<file path="config.mk">
export PLATFORM = sky130hd
export DESIGN_NAME = ros2_host_top
export DESIGN_NICKNAME = d
export VERILOG_FILES = /design/src/hdl/ros2_host_pkg.sv /design/src/hdl/buf_owner_ctrl.sv /design/src/hdl/host_rx_agent.sv /design/src/hdl/host_tx_agent.sv /design/src/hdl/ros2_host_top.sv
export SDC_FILE = /design/constraint.sdc
export NUM_CORES = 1
export LEC_CHECK = 0
export ABC_AREA = 1
export ABC_CLOCK_PERIOD_IN_PS = 2290
export BUFFER_PORTS_ARGS = -buffer_cell sky130_fd_sc_hd__buf_4
export CORE_MARGIN = 1
export CORE_UTILIZATION = 56
export DETAILED_ROUTE_END_ITERATION = 6
export HOLD_SLACK_MARGIN = 0.05
export PLACE_DENSITY = 0.91
export SLEW_MARGIN = 20
export SYNTH_ARGS = -nofsm -noshare
export SYNTH_HDL_FRONTEND = slang
export SYNTH_HIERARCHICAL = 1
export SYNTH_SLANG_ARGS = --single-unit
</file>
<file path="constraint.sdc">
create_clock -name clk -period 2.29 [get_ports clk]
set_input_delay 0.1145 -clock clk [delete_from_list [all_inputs] [get_ports clk]]
set_output_delay 0.1145 -clock clk [all_outputs]
set_load 0.01 [all_outputs]
</file>
<file path="src/hdl/ros2_host_pkg.sv">
package ros2_host_pkg;

    // ~~~~~~~~~~~~~~~~~~~~~~~~~~~~~~~~~~~~~~~~
    // Buffer geometry.
    // ~~~~~~~~~~~~~~~~~~~~~~~~~~~~~~~~~~~~~~~~
    localparam int RXBUF_AW    = 10;
    localparam int TXBUF_AW    = 6;
    localparam int WORD_W      = 32;
    localparam int RX_LEN_ADDR = 1;   // Word holding the received length.

    // LED range limits, inclusive upper bounds.
    localparam int LED_R_MAX = 10;
    localparam int LED_G_MAX = 20;

    // ~~~~~~~~~~~~~~~~~~~~~~~~~~~~~~~~~~~~~~~~
    // Ownership states.
    // ~~~~~~~~~~~~~~~~~~~~~~~~~~~~~~~~~~~~~~~~
    typedef enum logic [1:0] {
        grant_none,
        grant_engine,
        grant_cpu
    } app_grant_e;

    typedef enum logic {
        owner_engine,
        owner_cpu
    } buf_owner_e;

    // ~~~~~~~~~~~~~~~~~~~~~~~~~~~~~~~~~~~~~~~~
    // Bundles.
    // ~~~~~~~~~~~~~~~~~~~~~~~~~~~~~~~~~~~~~~~~
    typedef struct packed {
        logic app_req;
        logic app_rel;
        logic rxbuf_rel;
        logic txbuf_rel;
    } engine_ctl_t;

    typedef struct packed {
        logic app_engine;
        logic app_cpu;
        logic rxbuf_engine;
        logic rxbuf_cpu;
        logic txbuf_engine;
        logic txbuf_cpu;
    } grant_t;

    typedef struct packed {
        logic [RXBUF_AW-1:0] addr;
        logic                ce;
        logic                we;
        logic [WORD_W-1:0]   wdata;
    } rxbuf_wr_t;

endpackage

</file>
<file path="src/hdl/buf_owner_ctrl.sv">
module buf_owner_ctrl (
    input  logic                       clk,
    input  logic                       rst_n,
    input  ros2_host_pkg::engine_ctl_t engine_ctl,
    input  logic                       cpu_app_req,
    input  logic                       cpu_app_rel,
    input  logic                       tx_cpu_rel,
    input  logic                       rx_cpu_rel,
    output ros2_host_pkg::grant_t      grants
);
    import ros2_host_pkg::*;

    app_grant_e app_state;
    buf_owner_e rxbuf_owner;
    buf_owner_e txbuf_owner;

    // ~~~~~~~~~~~~~~~~~~~~~~~~~~~~~~~~~~~~~~~~
    // Application data arbiter.
    // ~~~~~~~~~~~~~~~~~~~~~~~~~~~~~~~~~~~~~~~~
    always_ff @(posedge clk or negedge rst_n) begin
        if (!rst_n) begin
            app_state <= grant_none;
        end else begin
            case (app_state)
                grant_none: begin
                    if (engine_ctl.app_req) begin
                        app_state <= grant_engine;  // Engine wins a tie.
                    end else if (cpu_app_req) begin
                        app_state <= grant_cpu;
                    end
                end
                grant_engine: begin
                    if (engine_ctl.app_rel) begin
                        app_state <= grant_none;
                    end
                end
                grant_cpu: begin
                    if (cpu_app_rel) begin
                        app_state <= grant_none;
                    end
                end
                default: app_state <= grant_none;
            endcase
        end
    end

    // ~~~~~~~~~~~~~~~~~~~~~~~~~~~~~~~~~~~~~~~~
    // Buffer ownership switches.
    // ~~~~~~~~~~~~~~~~~~~~~~~~~~~~~~~~~~~~~~~~
    // Only the current owner's release is heard.
    always_ff @(posedge clk or negedge rst_n) begin
        if (!rst_n) begin
            rxbuf_owner <= owner_engine;
        end else begin
            case (rxbuf_owner)
                owner_engine: begin
                    if (engine_ctl.rxbuf_rel) begin
                        rxbuf_owner <= owner_cpu;
                    end
                end
                default: begin
                    if (rx_cpu_rel) begin
                        rxbuf_owner <= owner_engine;
                    end
                end
            endcase
        end
    end

    always_ff @(posedge clk or negedge rst_n) begin
        if (!rst_n) begin
            txbuf_owner <= owner_cpu;  // CPU fills the first message.
        end else begin
            case (txbuf_owner)
                owner_cpu: begin
                    if (tx_cpu_rel) begin
                        txbuf_owner <= owner_engine;
                    end
                end
                default: begin
                    if (engine_ctl.txbuf_rel) begin
                        txbuf_owner <= owner_cpu;
                    end
                end
            endcase
        end
    end

    always_comb begin
        grants.app_engine   = (app_state == grant_engine);
        grants.app_cpu      = (app_state == grant_cpu);
        grants.rxbuf_engine = (rxbuf_owner == owner_engine);
        grants.rxbuf_cpu    = (rxbuf_owner == owner_cpu);
        grants.txbuf_engine = (txbuf_owner == owner_engine);
        grants.txbuf_cpu    = (txbuf_owner == owner_cpu);
    end

    a_app_exclusive: assert property (@(posedge clk) disable iff (!rst_n)
        !(grants.app_engine && grants.app_cpu));

    a_buf_one_owner: assert property (@(posedge clk) disable iff (!rst_n)
        (grants.rxbuf_engine ^ grants.rxbuf_cpu) && (grants.txbuf_engine ^ grants.txbuf_cpu));

endmodule

</file>
<file path="src/hdl/host_rx_agent.sv">
module host_rx_agent (
    input  logic                     clk,
    input  logic                     rst_n,
    input  ros2_host_pkg::rxbuf_wr_t rxbuf_wr,
    input  logic                     rxbuf_cpu_grant,
    output logic                     rx_cpu_rel,
    output logic                     led_r,
    output logic                     led_g,
    output logic                     led_b
);
    import ros2_host_pkg::*;

    localparam int LEN_W = 16;

    logic [LEN_W-1:0] last_len;
    logic             len_wr;

    assign len_wr = rxbuf_wr.ce && rxbuf_wr.we && (rxbuf_wr.addr == RXBUF_AW'(RX_LEN_ADDR));

    // ~~~~~~~~~~~~~~~~~~~~~~~~~~~~~~~~~~~~~~~~
    // Release and length capture.
    // ~~~~~~~~~~~~~~~~~~~~~~~~~~~~~~~~~~~~~~~~
    always_ff @(posedge clk or negedge rst_n) begin
        if (!rst_n) begin
            rx_cpu_rel <= 1'b0;
            last_len   <= '0;
        end else begin
            rx_cpu_rel <= rxbuf_cpu_grant;  // Nothing to read, give it straight back.
            if (len_wr) begin
                last_len <= rxbuf_wr.wdata[WORD_W-1 -: LEN_W];
            end
        end
    end

    // Length ranges.
    assign led_r = (last_len != '0) && (last_len <= LEN_W'(LED_R_MAX));
    assign led_g = (last_len > LEN_W'(LED_R_MAX)) && (last_len <= LEN_W'(LED_G_MAX));
    assign led_b = (last_len > LEN_W'(LED_G_MAX));

    // The engine may only write while it owns the buffer.
    a_no_write_cpu: assert property (@(posedge clk) disable iff (!rst_n)
        rxbuf_cpu_grant |-> !rxbuf_wr.we);

endmodule

</file>
<file path="src/hdl/host_tx_agent.sv">
module host_tx_agent #(
    parameter int TX_PERIOD_LOG2 = 27
) (
    input  logic                               clk,
    input  logic                               rst_n,
    input  logic [ros2_host_pkg::TXBUF_AW-1:0] txbuf_addr,
    output logic [ros2_host_pkg::WORD_W-1:0]   txbuf_rdata,
    output logic                               tx_cpu_rel
);
    import ros2_host_pkg::*;

    logic [TX_PERIOD_LOG2:0] tx_cnt;
    logic [WORD_W-1:0]       table_word;

    // ~~~~~~~~~~~~~~~~~~~~~~~~~~~~~~~~~~~~~~~~
    // Release timer.
    // ~~~~~~~~~~~~~~~~~~~~~~~~~~~~~~~~~~~~~~~~
    always_ff @(posedge clk or negedge rst_n) begin
        if (!rst_n) begin
            tx_cnt     <= '0;
            tx_cpu_rel <= 1'b0;
        end else if (tx_cnt[TX_PERIOD_LOG2]) begin
            tx_cnt     <= '0;
            tx_cpu_rel <= 1'b1;  // Hand the buffer to the engine.
        end else begin
            tx_cnt     <= tx_cnt + 1'b1;
            tx_cpu_rel <= 1'b0;
        end
    end

    // ~~~~~~~~~~~~~~~~~~~~~~~~~~~~~~~~~~~~~~~~
    // Outgoing message table.
    // ~~~~~~~~~~~~~~~~~~~~~~~~~~~~~~~~~~~~~~~~
    always_comb begin
        case (txbuf_addr)
            TXBUF_AW'(0): table_word = 32'h0a01a8c0;  // Destination IP.
            TXBUF_AW'(1): table_word = 32'h045704d2;  // Ports.
            TXBUF_AW'(2): table_word = 32'h00000007;  // Payload length.
            TXBUF_AW'(3): table_word = 32'h626f6f66;
            TXBUF_AW'(4): table_word = 32'h000a7261;
            default:      table_word = '0;
        endcase
    end

    always_ff @(posedge clk or negedge rst_n) begin
        if (!rst_n) begin
            txbuf_rdata <= '0;
        end else begin
            txbuf_rdata <= table_word;
        end
    end

    a_rel_single: assert property (@(posedge clk) disable iff (!rst_n)
        tx_cpu_rel |=> !tx_cpu_rel);

endmodule

</file>
<file path="src/hdl/ros2_host_top.sv">
module ros2_host_top #(
    parameter int TX_PERIOD_LOG2 = 27
) (
    input  logic                               clk,
    input  logic                               rst_n,

    // Engine side.
    input  ros2_host_pkg::engine_ctl_t         engine_ctl,
    input  ros2_host_pkg::rxbuf_wr_t           rxbuf_wr,
    input  logic [ros2_host_pkg::TXBUF_AW-1:0] txbuf_addr,
    output ros2_host_pkg::grant_t              grants,
    output logic [ros2_host_pkg::WORD_W-1:0]   txbuf_rdata,

    // External CPU.
    input  logic                               cpu_app_req,
    input  logic                               cpu_app_rel,

    output logic                               led_r,
    output logic                               led_g,
    output logic                               led_b
);

    logic tx_cpu_rel;
    logic rx_cpu_rel;

    // ~~~~~~~~~~~~~~~~~~~~~~~~~~~~~~~~~~~~~~~~
    // Ownership control.
    // ~~~~~~~~~~~~~~~~~~~~~~~~~~~~~~~~~~~~~~~~
    buf_owner_ctrl u_buf_owner_ctrl (
        .clk         (clk),
        .rst_n       (rst_n),
        .engine_ctl  (engine_ctl),
        .cpu_app_req (cpu_app_req),
        .cpu_app_rel (cpu_app_rel),
        .tx_cpu_rel  (tx_cpu_rel),
        .rx_cpu_rel  (rx_cpu_rel),
        .grants      (grants)
    );

    // ~~~~~~~~~~~~~~~~~~~~~~~~~~~~~~~~~~~~~~~~
    // Local processor agents.
    // ~~~~~~~~~~~~~~~~~~~~~~~~~~~~~~~~~~~~~~~~
    host_tx_agent #(
        .TX_PERIOD_LOG2 (TX_PERIOD_LOG2)
    ) u_host_tx_agent (
        .clk         (clk),
        .rst_n       (rst_n),
        .txbuf_addr  (txbuf_addr),
        .txbuf_rdata (txbuf_rdata),
        .tx_cpu_rel  (tx_cpu_rel)
    );

    host_rx_agent u_host_rx_agent (
        .clk             (clk),
        .rst_n           (rst_n),
        .rxbuf_wr        (rxbuf_wr),
        .rxbuf_cpu_grant (grants.rxbuf_cpu),
        .rx_cpu_rel      (rx_cpu_rel),
        .led_r           (led_r),
        .led_g           (led_g),
        .led_b           (led_b)
    );

endmodule

</file>
==> results of run 1 <==
==> cells in the final DEF, fill, tap and decap left out <==
cell type	netlist	layout
a21o_1	1	1
a21oi_1	14	14
and2_1	2	2
buf_4	20	79
bufinv_16	0	2
clkbuf_8	1	9
clkinv_4	0	1
clkinvlp_4	0	2
conb_1	1	5
dfrtp_1	64	64
dfstp_2	1	1
dlygate4sd3_1	0	24
ha_1	1	1
inv_1	39	39
inv_2	2	2
inv_6	0	2
nand2_1	99	99
nand2_2	6	6
nand2_4	2	2
nand3_1	35	35
nand3_4	1	1
nand4_1	2	2
nor2_1	73	73
nor2_2	4	4
nor2_4	9	9
nor2_8	1	1
nor3_1	5	5
nor3b_1	1	1
o21a_1	3	3
o21ai_0	8	8
xnor2_1	2	2
xor2_1	5	5
==> registers in the layout, indices dropped and copies added, names as in the netlist <==
name / count
u_host_tx_agent/tx_cnt: 28
u_host_rx_agent/rx_cpu_rel: 1
u_buf_owner_ctrl/txbuf_owner: 1
u_buf_owner_ctrl/rxbuf_owner: 1
u_buf_owner_ctrl/app_state: 2
u_host_rx_agent/last_len: 16
u_host_tx_agent/tx_cpu_rel: 1
u_host_tx_agent/txbuf_rdata: 15
==> cells in the mapped netlist (2+ instances only) <==
master   count  area, um^2
a21oi_1     14        70.1
and2_1       2        12.5
buf_4       20         150
buf_6        3        33.8
dfrtp_1     64        1600
inv_1       39         146
inv_2        2        7.51
nand2_1     99         372
nand2_2      6        37.5
nand2_4      2        22.5
nand3_1     35         175
nand4_1      2        12.5
nor2_1      73         274
nor2_2       4        25.0
nor2_4       9         101
nor3_1       5        25.0
o21a_1       3        22.5
o21ai_0      8        40.0
xnor2_1      2        17.5
xor2_1       5        43.8
==> stage by stage <==
| stage | std cells | hold slack, ps | utilization | instance area (um^2) | power [uW] |
|---|---|---|---|---|---|
| after floorplan | 410 | -181 | - | 3320 | 1360 |
| after global placement | 536 | 243 | 0.678 | 3800 | 1490 |
| after detailed placement | 536 | 243 | 0.678 | 3800 | 1500 |
| after CTS | 576 | 103 | 0.761 | 4270 | 2630 |
| after global routing | 576 | 153 | 0.761 | 4270 | 2740 |
| final | 576 | 121 | 0.761 | 4270 | 2620 |
==> worst min-delay path by stage <==
stage                startpoint                            end  slack, ps  depth (start not counted)
floorplan                 rst_n  u_buf_owner_ctrl/app_state[0]       -180                          0
global placement          rst_n   u_buf_owner_ctrl/rxbuf_owner        240                          1
detailed placement        rst_n     u_host_tx_agent/tx_cpu_rel        240                          1
CTS                 cpu_app_req  u_buf_owner_ctrl/app_state[1]        100                          5
global route        cpu_app_req  u_buf_owner_ctrl/app_state[1]        150                          5
finish              cpu_app_req  u_buf_owner_ctrl/app_state[1]        120                          5
==> layer usage <==
| metal | part of all wire | wire length [um] |
|---|---|---|
| met1 | 0.39 | 2940 |
| met2 | 0.53 | 3960 |
| met3 | 0.043 | 324 |
| met4 | 0.033 | 243 |
| met5 | 0 | 0 |
==> final cells by class <==
class | count | area [um^2]
clock buffer | 9 | 124
clock inverter | 7 | 101
fill | 372 | 1340
inverter | 41 | 154
multi-input combinational | 279 | 1340
sequential | 65 | 1630
tap | 72 | 90.1
timing repair buffer | 103 | 833
==> power by group through the flow <==
stage	Clock, uW	Sequential [uW]	Combinational (uW)
final	1090	1220	308
after global routing	1180	1220	342
after CTS	1110	1220	306
after detailed placement	0	1240	262
after global placement	0	1240	255
after floorplan	0	1230	128
==> cell families after synthesis <==
kind of cell,share of synthesized area
simple gates,0.334
buf+inv,0.108
flops,0.493
compound gates,0.0424
xor+xnor,0.0186
fa+ha+maj,0.00379
other cells,0.00114
==> critical path, stage by stage (launching register included) <==
cell     delay [ps]
dfrtp_1         390
nor2_1          130
nand2_1          80
nor2_1          180
nand3_1         180
nor2_1          170
buf_4           150
==> what timing repair did <==
item / 4_1_cts / 5_1_grt
endpoints found under the setup margin: 0 / 0
hold buffers: 24 / 0
setup buffers: 0 / 0
resized for setup: 0 / 0
hold endpoints to repair: 88 / 0
==> impl_metrics.prom, run 1 <==
# TYPE chip_impl_metric gauge
chip_impl_metric{name="clk_pwr_share",unit=""} 0.416
chip_impl_metric{name="hold_viol_final",unit=""} 0
chip_impl_metric{name="p_seq_frac",unit=""} 0.466
chip_impl_metric{name="setup_violations",unit=""} 0
chip_impl_info{name="cts_tree",value="yes"} 1
chip_impl_metric{name="clkSlewWorstSetupHoldPaths",unit="ps"} 70
chip_impl_info{name="cp_endpoint_kind",value="primary output"} 1
chip_impl_metric{name="drt.antenna.violating_nets",unit=""} 0
chip_impl_metric{name="cts_inserted_buffers",unit=""} 9
chip_impl_metric{name="area.growth.synth_to_final",unit="%"} 29.1
chip_impl_metric{name="timing.max_slew.rel_slack",unit=""} 0.484
chip_impl_metric{name="synthCells",unit=""} 406
chip_impl_metric{name="met3_global_route_usage",unit=""} 0.0759
chip_impl_metric{name="timing.clock.skew",unit="ps"} 9.53
chip_impl_metric{name="synthDistinctLibCells",unit=""} 29
chip_impl_metric{name="power.combinational.fraction",unit=""} 0.118
chip_impl_info{name="crit-reg2reg-capture",value="u_host_tx_agent/tx_cnt[20]"} 1
chip_impl_metric{name="critPathRequiredTime",unit="ps"} 2180
chip_impl_info{name="start_kind",value="flop"} 1
chip_impl_metric{name="rrSetupSlack",unit="ps"} 800
chip_impl_metric{name="fin_crit_sh",unit=""} 0.754
chip_impl_metric{name="layout-drive-gt1-share",unit=""} 0.240
chip_impl_info{name="grt.busiest_layer",value="met2"} 1
chip_impl_metric{name="die_width",unit="um"} 78.8
chip_impl_metric{name="antenna_found_initial",unit=""} 0
chip_impl_metric{name="met2_usage",unit=""} 0.466
chip_impl_metric{name="max_clock_freq",unit="MHz"} 579
chip_impl_metric{name="worst-slew-pin-transition",unit="ps"} 774
chip_impl_metric{name="drc",unit=""} 0
chip_impl_metric{name="power.ir.vdd_worst",unit="mV"} 0.492
chip_impl_metric{name="place.detailed.hpwl",unit="um"} 4770
chip_impl_metric{name="slew_viol_final",unit=""} 0
chip_impl_metric{name="top_level_ports",unit=""} 99
chip_impl_metric{name="grt_first_pass_wirelength",unit="um"} 12600
chip_impl_metric{name="synth-edff-count",unit=""} 0
chip_impl_metric{name="reg2reg_depth",unit=""} 8
chip_impl_metric{name="synth-seq-area-share",unit=""} 0.493
chip_impl_metric{name="via_count_of_the_first_global_routing_pass",unit=""} 2916
chip_impl_metric{name="drt_wl_total",unit="um"} 7470
chip_impl_info{name="outcome",value="complete, no violations"} 1
chip_impl_metric{name="floorplan.initialDensity",unit=""} 0.589
chip_impl_metric{name="layout_setup_ws",unit="ps"} 563
chip_impl_metric{name="avgViaCountPerCell",unit=""} 5.04
chip_impl_metric{name="max_buffers_root_to_sink",unit=""} 2
chip_impl_metric{name="firstDrtPassIters",unit=""} 4
chip_impl_info{name="root_cell_of_the_clock_tree",value="clkbuf_8"} 1
chip_impl_metric{name="number_of_inserted_diodes",unit=""} 0
chip_impl_metric{name="die_area",unit="um^2"} 6210
chip_impl_info{name="worst_setup_path_type",value="reg -> out"} 1
chip_impl_metric{name="num-nets-final",unit=""} 558
chip_impl_metric{name="post_drt_wl_per_cell",unit="um"} 13.0
chip_impl_metric{name="core_box_area",unit="um^2"} 5610
chip_impl_metric{name="ys_warn_count",unit=""} 6
chip_impl_metric{name="total_switching_power",unit="uW"} 647
chip_impl_metric{name="syn-mean-instance-area",unit="um^2"} 8.14
chip_impl_metric{name="dr_total_vias",unit=""} 2904
chip_impl_metric{name="place_worst_setup_slack",unit="ps"} 844
chip_impl_metric{name="placement_rows",unit=""} 27
chip_impl_info{name="first_element_of_the_critical_path",value="u_host_rx_agent/last_len[12]"} 1
chip_impl_metric{name="iteration_0_drc_count_of_the_detailed_router",unit=""} 154
chip_impl_metric{name="power-per-cell-area",unit="nW/um^2"} 614
chip_impl_metric{name="cts_max_level",unit=""} 3
chip_impl_metric{name="gpl.final_weighted_congestion",unit=""} 0.848
chip_impl_metric{name="grt_use_met1",unit=""} 0.298
chip_impl_metric{name="cts_sinks",unit=""} 65
chip_impl_info{name="cp-endpoint",value="led_g"} 1
chip_impl_metric{name="maxCapViolCount",unit=""} 0
chip_impl_metric{name="track_usage",unit=""} 0.270
chip_impl_metric{name="critical_path.max_fanout",unit=""} 2
chip_impl_metric{name="cell_internal_pwr",unit="uW"} 1970
chip_impl_info{name="worst_r2r_startpoint",value="u_host_tx_agent/tx_cnt[0]"} 1
chip_impl_info{name="synthFlopType",value="dfrtp_1"} 1
chip_impl_metric{name="tns",unit="ps"} 0
chip_impl_metric{name="ys_seq_elements",unit=""} 65
chip_impl_metric{name="post_synth_instance_area",unit="um^2"} 3300
chip_impl_metric{name="async_reset_ff_frac",unit=""} 1.00
chip_impl_metric{name="grt_max_degree",unit=""} 66
chip_impl_metric{name="power.switching_fraction",unit=""} 0.247
chip_impl_info{name="min_path_type",value="in -> reg"} 1
chip_impl_info{name="grt_setup_unrepaired",value="no"} 1
chip_impl_metric{name="fin_crit",unit="ps"} 1730
chip_impl_metric{name="arrival",unit="ps"} 1610
chip_impl_metric{name="dieHeight",unit="um"} 78.8
chip_impl_metric{name="port-buffer-count",unit=""} 77
chip_impl_metric{name="clock_latency",unit="ps"} 340
chip_impl_metric{name="grt_overflow_total",unit=""} 0
chip_impl_metric{name="pleak",unit="uW"} 0.00233
(Power assumes the default switching activity.)
==> run 2: changes to the inputs <==
--- a/config.mk
+++ b/config.mk
@@ -5,14 +5,14 @@
 export SDC_FILE = /design/constraint.sdc
 export NUM_CORES = 1
 export LEC_CHECK = 0
-export ABC_AREA = 1
-export ABC_CLOCK_PERIOD_IN_PS = 2290
+export ABC_AREA = 0
+export ABC_CLOCK_PERIOD_IN_PS = 1450
 export BUFFER_PORTS_ARGS = -buffer_cell sky130_fd_sc_hd__buf_4
 export CORE_MARGIN = 1
-export CORE_UTILIZATION = 56
+export CORE_UTILIZATION = 46
 export DETAILED_ROUTE_END_ITERATION = 6
 export HOLD_SLACK_MARGIN = 0.05
-export PLACE_DENSITY = 0.91
+export PLACE_DENSITY = 0.81
 export SLEW_MARGIN = 20
 export SYNTH_ARGS = -nofsm -noshare
 export SYNTH_HDL_FRONTEND = slang
==> constraint.sdc (replaced) <==
create_clock -name clk -period 1.45 [get_ports clk]
set_input_delay 0.0725 -clock clk [delete_from_list [all_inputs] [get_ports clk]]
set_output_delay 0.0725 -clock clk [all_outputs]
set_load 0.01 [all_outputs]
==> run 2 against run 1 <==
The run now ends with setup timing left. Hold slack got worse by 73 ps. Utilization is 5.0 points lower. Combinational power up 43%. Sequential power rose by 57%. First-iteration DRC count fell by 31%. Clock-buffer cell count is 1 higher. Global-route usage is 5.8 points lower. Area after synthesis fell by 7.2%. Clock skew fell by 1.4 ps. Cell count fell by 15%. Critical path type is now reg -> reg. Highest routed layer unchanged.
==> impl_metrics.prom, run 2 <==
# TYPE chip_impl_metric gauge
chip_impl_metric{name="critical_path_buf_inv_count",unit=""} 0
chip_impl_metric{name="gpl.final_weighted_congestion",unit=""} 0.781
chip_impl_metric{name="floorplan.initialDensity",unit=""} 0.480
chip_impl_info{name="most-common-layout-cells",value="buf_4 (115), dfrtp_1 (64), dlygate4sd3_1 (29), nand2_1 (17)"} 1
chip_impl_info{name="crit_chain",value="ha_4, nand4_1, or4_4, or4_4, a21oi_2"} 1
chip_impl_metric{name="drt_wl_total",unit="um"} 7440
chip_impl_metric{name="grt_overflow_total",unit=""} 0
chip_impl_metric{name="synthDistinctLibCells",unit=""} 48
chip_impl_metric{name="via_count_of_the_first_global_routing_pass",unit=""} 2687
chip_impl_metric{name="ys_warn_count",unit=""} 6
chip_impl_metric{name="track_usage",unit=""} 0.212
chip_impl_metric{name="synthCells",unit=""} 275
chip_impl_metric{name="place.detailed.hpwl",unit="um"} 4680
chip_impl_metric{name="layout-drive-gt1-share",unit=""} 0.432
chip_impl_metric{name="seq_area",unit="um^2"} 1630
chip_impl_metric{name="max_clock_freq",unit="MHz"} 506
chip_impl_info{name="violations",value="setup timing"} 1
chip_impl_metric{name="clkSlewWorstSetupHoldPaths",unit="ps"} 70
chip_impl_metric{name="core_box_area",unit="um^2"} 6390
chip_impl_metric{name="async_reset_ff_frac",unit=""} 1.00
chip_impl_metric{name="synth-edff-count",unit=""} 0
chip_impl_metric{name="firstDrtPassIters",unit=""} 4
chip_impl_metric{name="critical_path.max_stage_delay",unit="ps"} 610
chip_impl_info{name="root_cell_of_the_clock_tree",value="clkbuf_8"} 1
chip_impl_metric{name="port-buffer-count",unit=""} 77
chip_impl_metric{name="post_drt_wl_per_cell",unit="um"} 15.1
chip_impl_metric{name="power.ir.vdd_worst",unit="mV"} 0.720
chip_impl_metric{name="layoutNonFillerInstCount",unit=""} 491
chip_impl_metric{name="critPathRequiredTime",unit="ps"} 1710
chip_impl_metric{name="top_level_ports",unit=""} 99
chip_impl_metric{name="die_width",unit="um"} 83.6
chip_impl_metric{name="maxCapViolCount",unit=""} 0
chip_impl_metric{name="num-nets-final",unit=""} 469
chip_impl_metric{name="grt_first_pass_wirelength",unit="um"} 11800
chip_impl_info{name="synthFlopType",value="dfrtp_1"} 1
chip_impl_metric{name="cts_max_level",unit=""} 3
chip_impl_metric{name="hold_viol_final",unit=""} 0
chip_impl_info{name="synthTopCellsByCount",value="dfrtp_1 (64), buf_4 (19), nand2_1 (17), a21oi_1 (16), nor2_1 (14)"} 1
chip_impl_metric{name="fillers",unit=""} 436
chip_impl_info{name="outcome",value="complete, but fails checks"} 1
chip_impl_info{name="worst_setup_path_type",value="reg -> reg"} 1
chip_impl_metric{name="drc",unit=""} 0
chip_impl_metric{name="area.growth.synth_to_final",unit="%"} 48.0
chip_impl_metric{name="cts_sinks",unit=""} 65
chip_impl_info{name="critPathTopFamily",value="simple AND/OR/NAND/NOR gates"} 1
chip_impl_info{name="cp_endpoint_kind",value="flop"} 1
chip_impl_info{name="worst_path_max_delay_cell",value="or4_4"} 1
chip_impl_metric{name="arrival",unit="ps"} 2240
chip_impl_metric{name="fin_crit",unit="ps"} 1970
chip_impl_metric{name="grt_max_degree",unit=""} 40
chip_impl_metric{name="pleak",unit="uW"} 0.00232
chip_impl_metric{name="avgViaCountPerCell",unit=""} 5.28
chip_impl_metric{name="setup_violations",unit=""} 19
chip_impl_metric{name="power-per-cell-area",unit="nW/um^2"} 852
chip_impl_info{name="reg.largest.list",value="u_host_tx_agent/tx_cnt: 28 flops, u_host_rx_agent/last_len: 16 flops, u_host_tx_agent/txbuf_rdata: 15 flops"} 1
chip_impl_metric{name="iteration_0_drc_count_of_the_detailed_router",unit=""} 106
chip_impl_metric{name="syn-mean-instance-area",unit="um^2"} 11.1
chip_impl_info{name="synth_area_leaders",value="dfrtp_1 (52%), mux2_4 (4.9%), buf_4 (4.7%)"} 1
chip_impl_metric{name="clock_latency",unit="ps"} 340
chip_impl_metric{name="placement_rows",unit=""} 29
chip_impl_metric{name="drt.antenna.violating_nets",unit=""} 0
chip_impl_info{name="largest_register",value="u_host_tx_agent/tx_cnt"} 1
chip_impl_metric{name="antenna_found_initial",unit=""} 0
chip_impl_metric{name="timing.max_slew.rel_slack",unit=""} 0.665
chip_impl_metric{name="number_of_inserted_diodes",unit=""} 0
chip_impl_metric{name="post_dp_cell_area",unit="um^2"} 3870
chip_impl_metric{name="dr_total_vias",unit=""} 2591
chip_impl_info{name="cts_tree",value="yes"} 1
chip_impl_metric{name="worst-slew-pin-transition",unit="ps"} 503
chip_impl_info{name="yosys.cell_count.top_type",value="dfrtp_1"} 1
chip_impl_metric{name="slew_viol_final",unit=""} 0
chip_impl_metric{name="post_synth_instance_area",unit="um^2"} 3070
chip_impl_info{name="start_kind",value="flop"} 1
chip_impl_metric{name="max_buffers_root_to_sink",unit=""} 2
chip_impl_metric{name="max_ffs_per_register",unit=""} 28
chip_impl_metric{name="synth_top_cell_area_share",unit=""} 0.522
chip_impl_info{name="min_path_type",value="in -> reg"} 1
chip_impl_metric{name="critical_path.max_fanout",unit=""} 8
chip_impl_metric{name="cts_inserted_buffers",unit=""} 9
chip_impl_info{name="worst_path_most_repeated_cell",value="or4_4"} 1
chip_impl_metric{name="footprint_of_the_multi_input_gates",unit="um^2"} 1390
chip_impl_metric{name="die_area",unit="um^2"} 6990
chip_impl_metric{name="layout_setup_ws",unit="ps"} -525
chip_impl_metric{name="synth-seq-area-share",unit=""} 0.531
chip_impl_metric{name="fin_crit_sh",unit=""} 1.36
chip_impl_metric{name="ys_seq_elements",unit=""} 65
chip_impl_metric{name="post-place-cells",unit=""} 443
chip_impl_info{name="yosys.area.top_type",value="dfrtp_1"} 1
chip_impl_metric{name="dieHeight",unit="um"} 83.6
chip_impl_metric{name="timing.clock.skew",unit="ps"} 8.09
chip_impl_metric{name="place_worst_setup_slack",unit="ps"} -514
chip_impl_info{name="mostFrequentLayoutCell",value="buf_4"} 1
chip_impl_info{name="grt_setup_unrepaired",value="yes"} 1
chip_impl_metric{name="design_area",unit="um^2"} 4540
-- run 2: cells by family after synthesis --
kind of cell               Yosys count  synth area share
and+or+nand+nor                    105             0.214
DFF                                 65             0.531
AOI/OAI and AO/OA                   37            0.0673
buffers and inverters               37            0.0739
muxes                               16            0.0710
xor gates and xnor gates            13            0.0371
adders and majority gates            1           0.00408
other                                1           0.00122
-- run 2: area by class of cell --
| class | instances | share of cell area |
|---|---|---|
| Sequential cell | 65 | 0.359 |
| Multi-Input combinational cell | 177 | 0.305 |
| Timing Repair Buffer | 147 | 0.264 |
| Clock buffer | 10 | 0.0303 |
| Tap cell | 77 | 0.0212 |
| Clock inverter | 5 | 0.0124 |
| Inverter | 10 | 0.00827 |
-- run 2: power by group --
part           internal, uW  switching [uW]  leakage, uW
sequential             1870            40.3     0.000881
combinational           264             176      0.00134
clock                   827             689    0.0000981
total                  2960             906      0.00232
-- run 2: through the flow --
stage	total power, uW	setup TNS, ps	util	hold WS, ps
after floorplan	2090	-3470	-	-223
after global placement	2290	-3570	0.606	70.3
after detailed placement	2300	-4150	0.606	86.5
after CTS	3880	-4840	0.691	51.1
after global routing	4040	-7160	0.711	56.5
final	3870	-5930	0.711	47.8
-- run 2: repair_timing --
| action | 4_1_cts | 5_1_grt |
|---|---|---|
| pin swaps | 5 | 10 |
| endpoints found under the setup margin | 19 | 23 |
| buffers inserted | 2 | 2 |
| resized for setup | 8 | 20 |
| hold endpoints to repair | 62 | 0 |
| hold buffers | 29 | 0 |
-- run 2: worst reg2reg max path: stages, from the launching register on --
cell     delay (ps)
dfrtp_1         390
ha_4            150
nand4_1         100
or4_4           610
or4_4           510
a21oi_2         150
-- run 2: routing by layer --
metal,global-route usage,wire length [um],part of all wire
met5,0,0,0
met4,0.0909,175,0.024
met3,0.0643,434,0.058
met2,0.370,4010,0.54
met1,0.239,2820,0.38
-- run 2: worst paths after layout --
check,start,end,slack [ps],depth (start not counted)
setup reg to reg,u_host_tx_agent/tx_cnt[1],u_host_tx_agent/tx_cnt[22],-520,5
max in group asynchronous,rst_n,u_host_rx_agent/last_len[12],660,3
hold reg to reg,u_host_tx_agent/tx_cpu_rel,u_buf_owner_ctrl/txbuf_owner,390,1
min in group asynchronous,rst_n,u_host_tx_agent/tx_cnt[25],270,2
setup / recovery,u_host_tx_agent/tx_cnt[1],u_host_tx_agent/tx_cnt[22],-520,5
hold / removal,txbuf_addr[1],u_host_tx_agent/txbuf_rdata[2],50,2
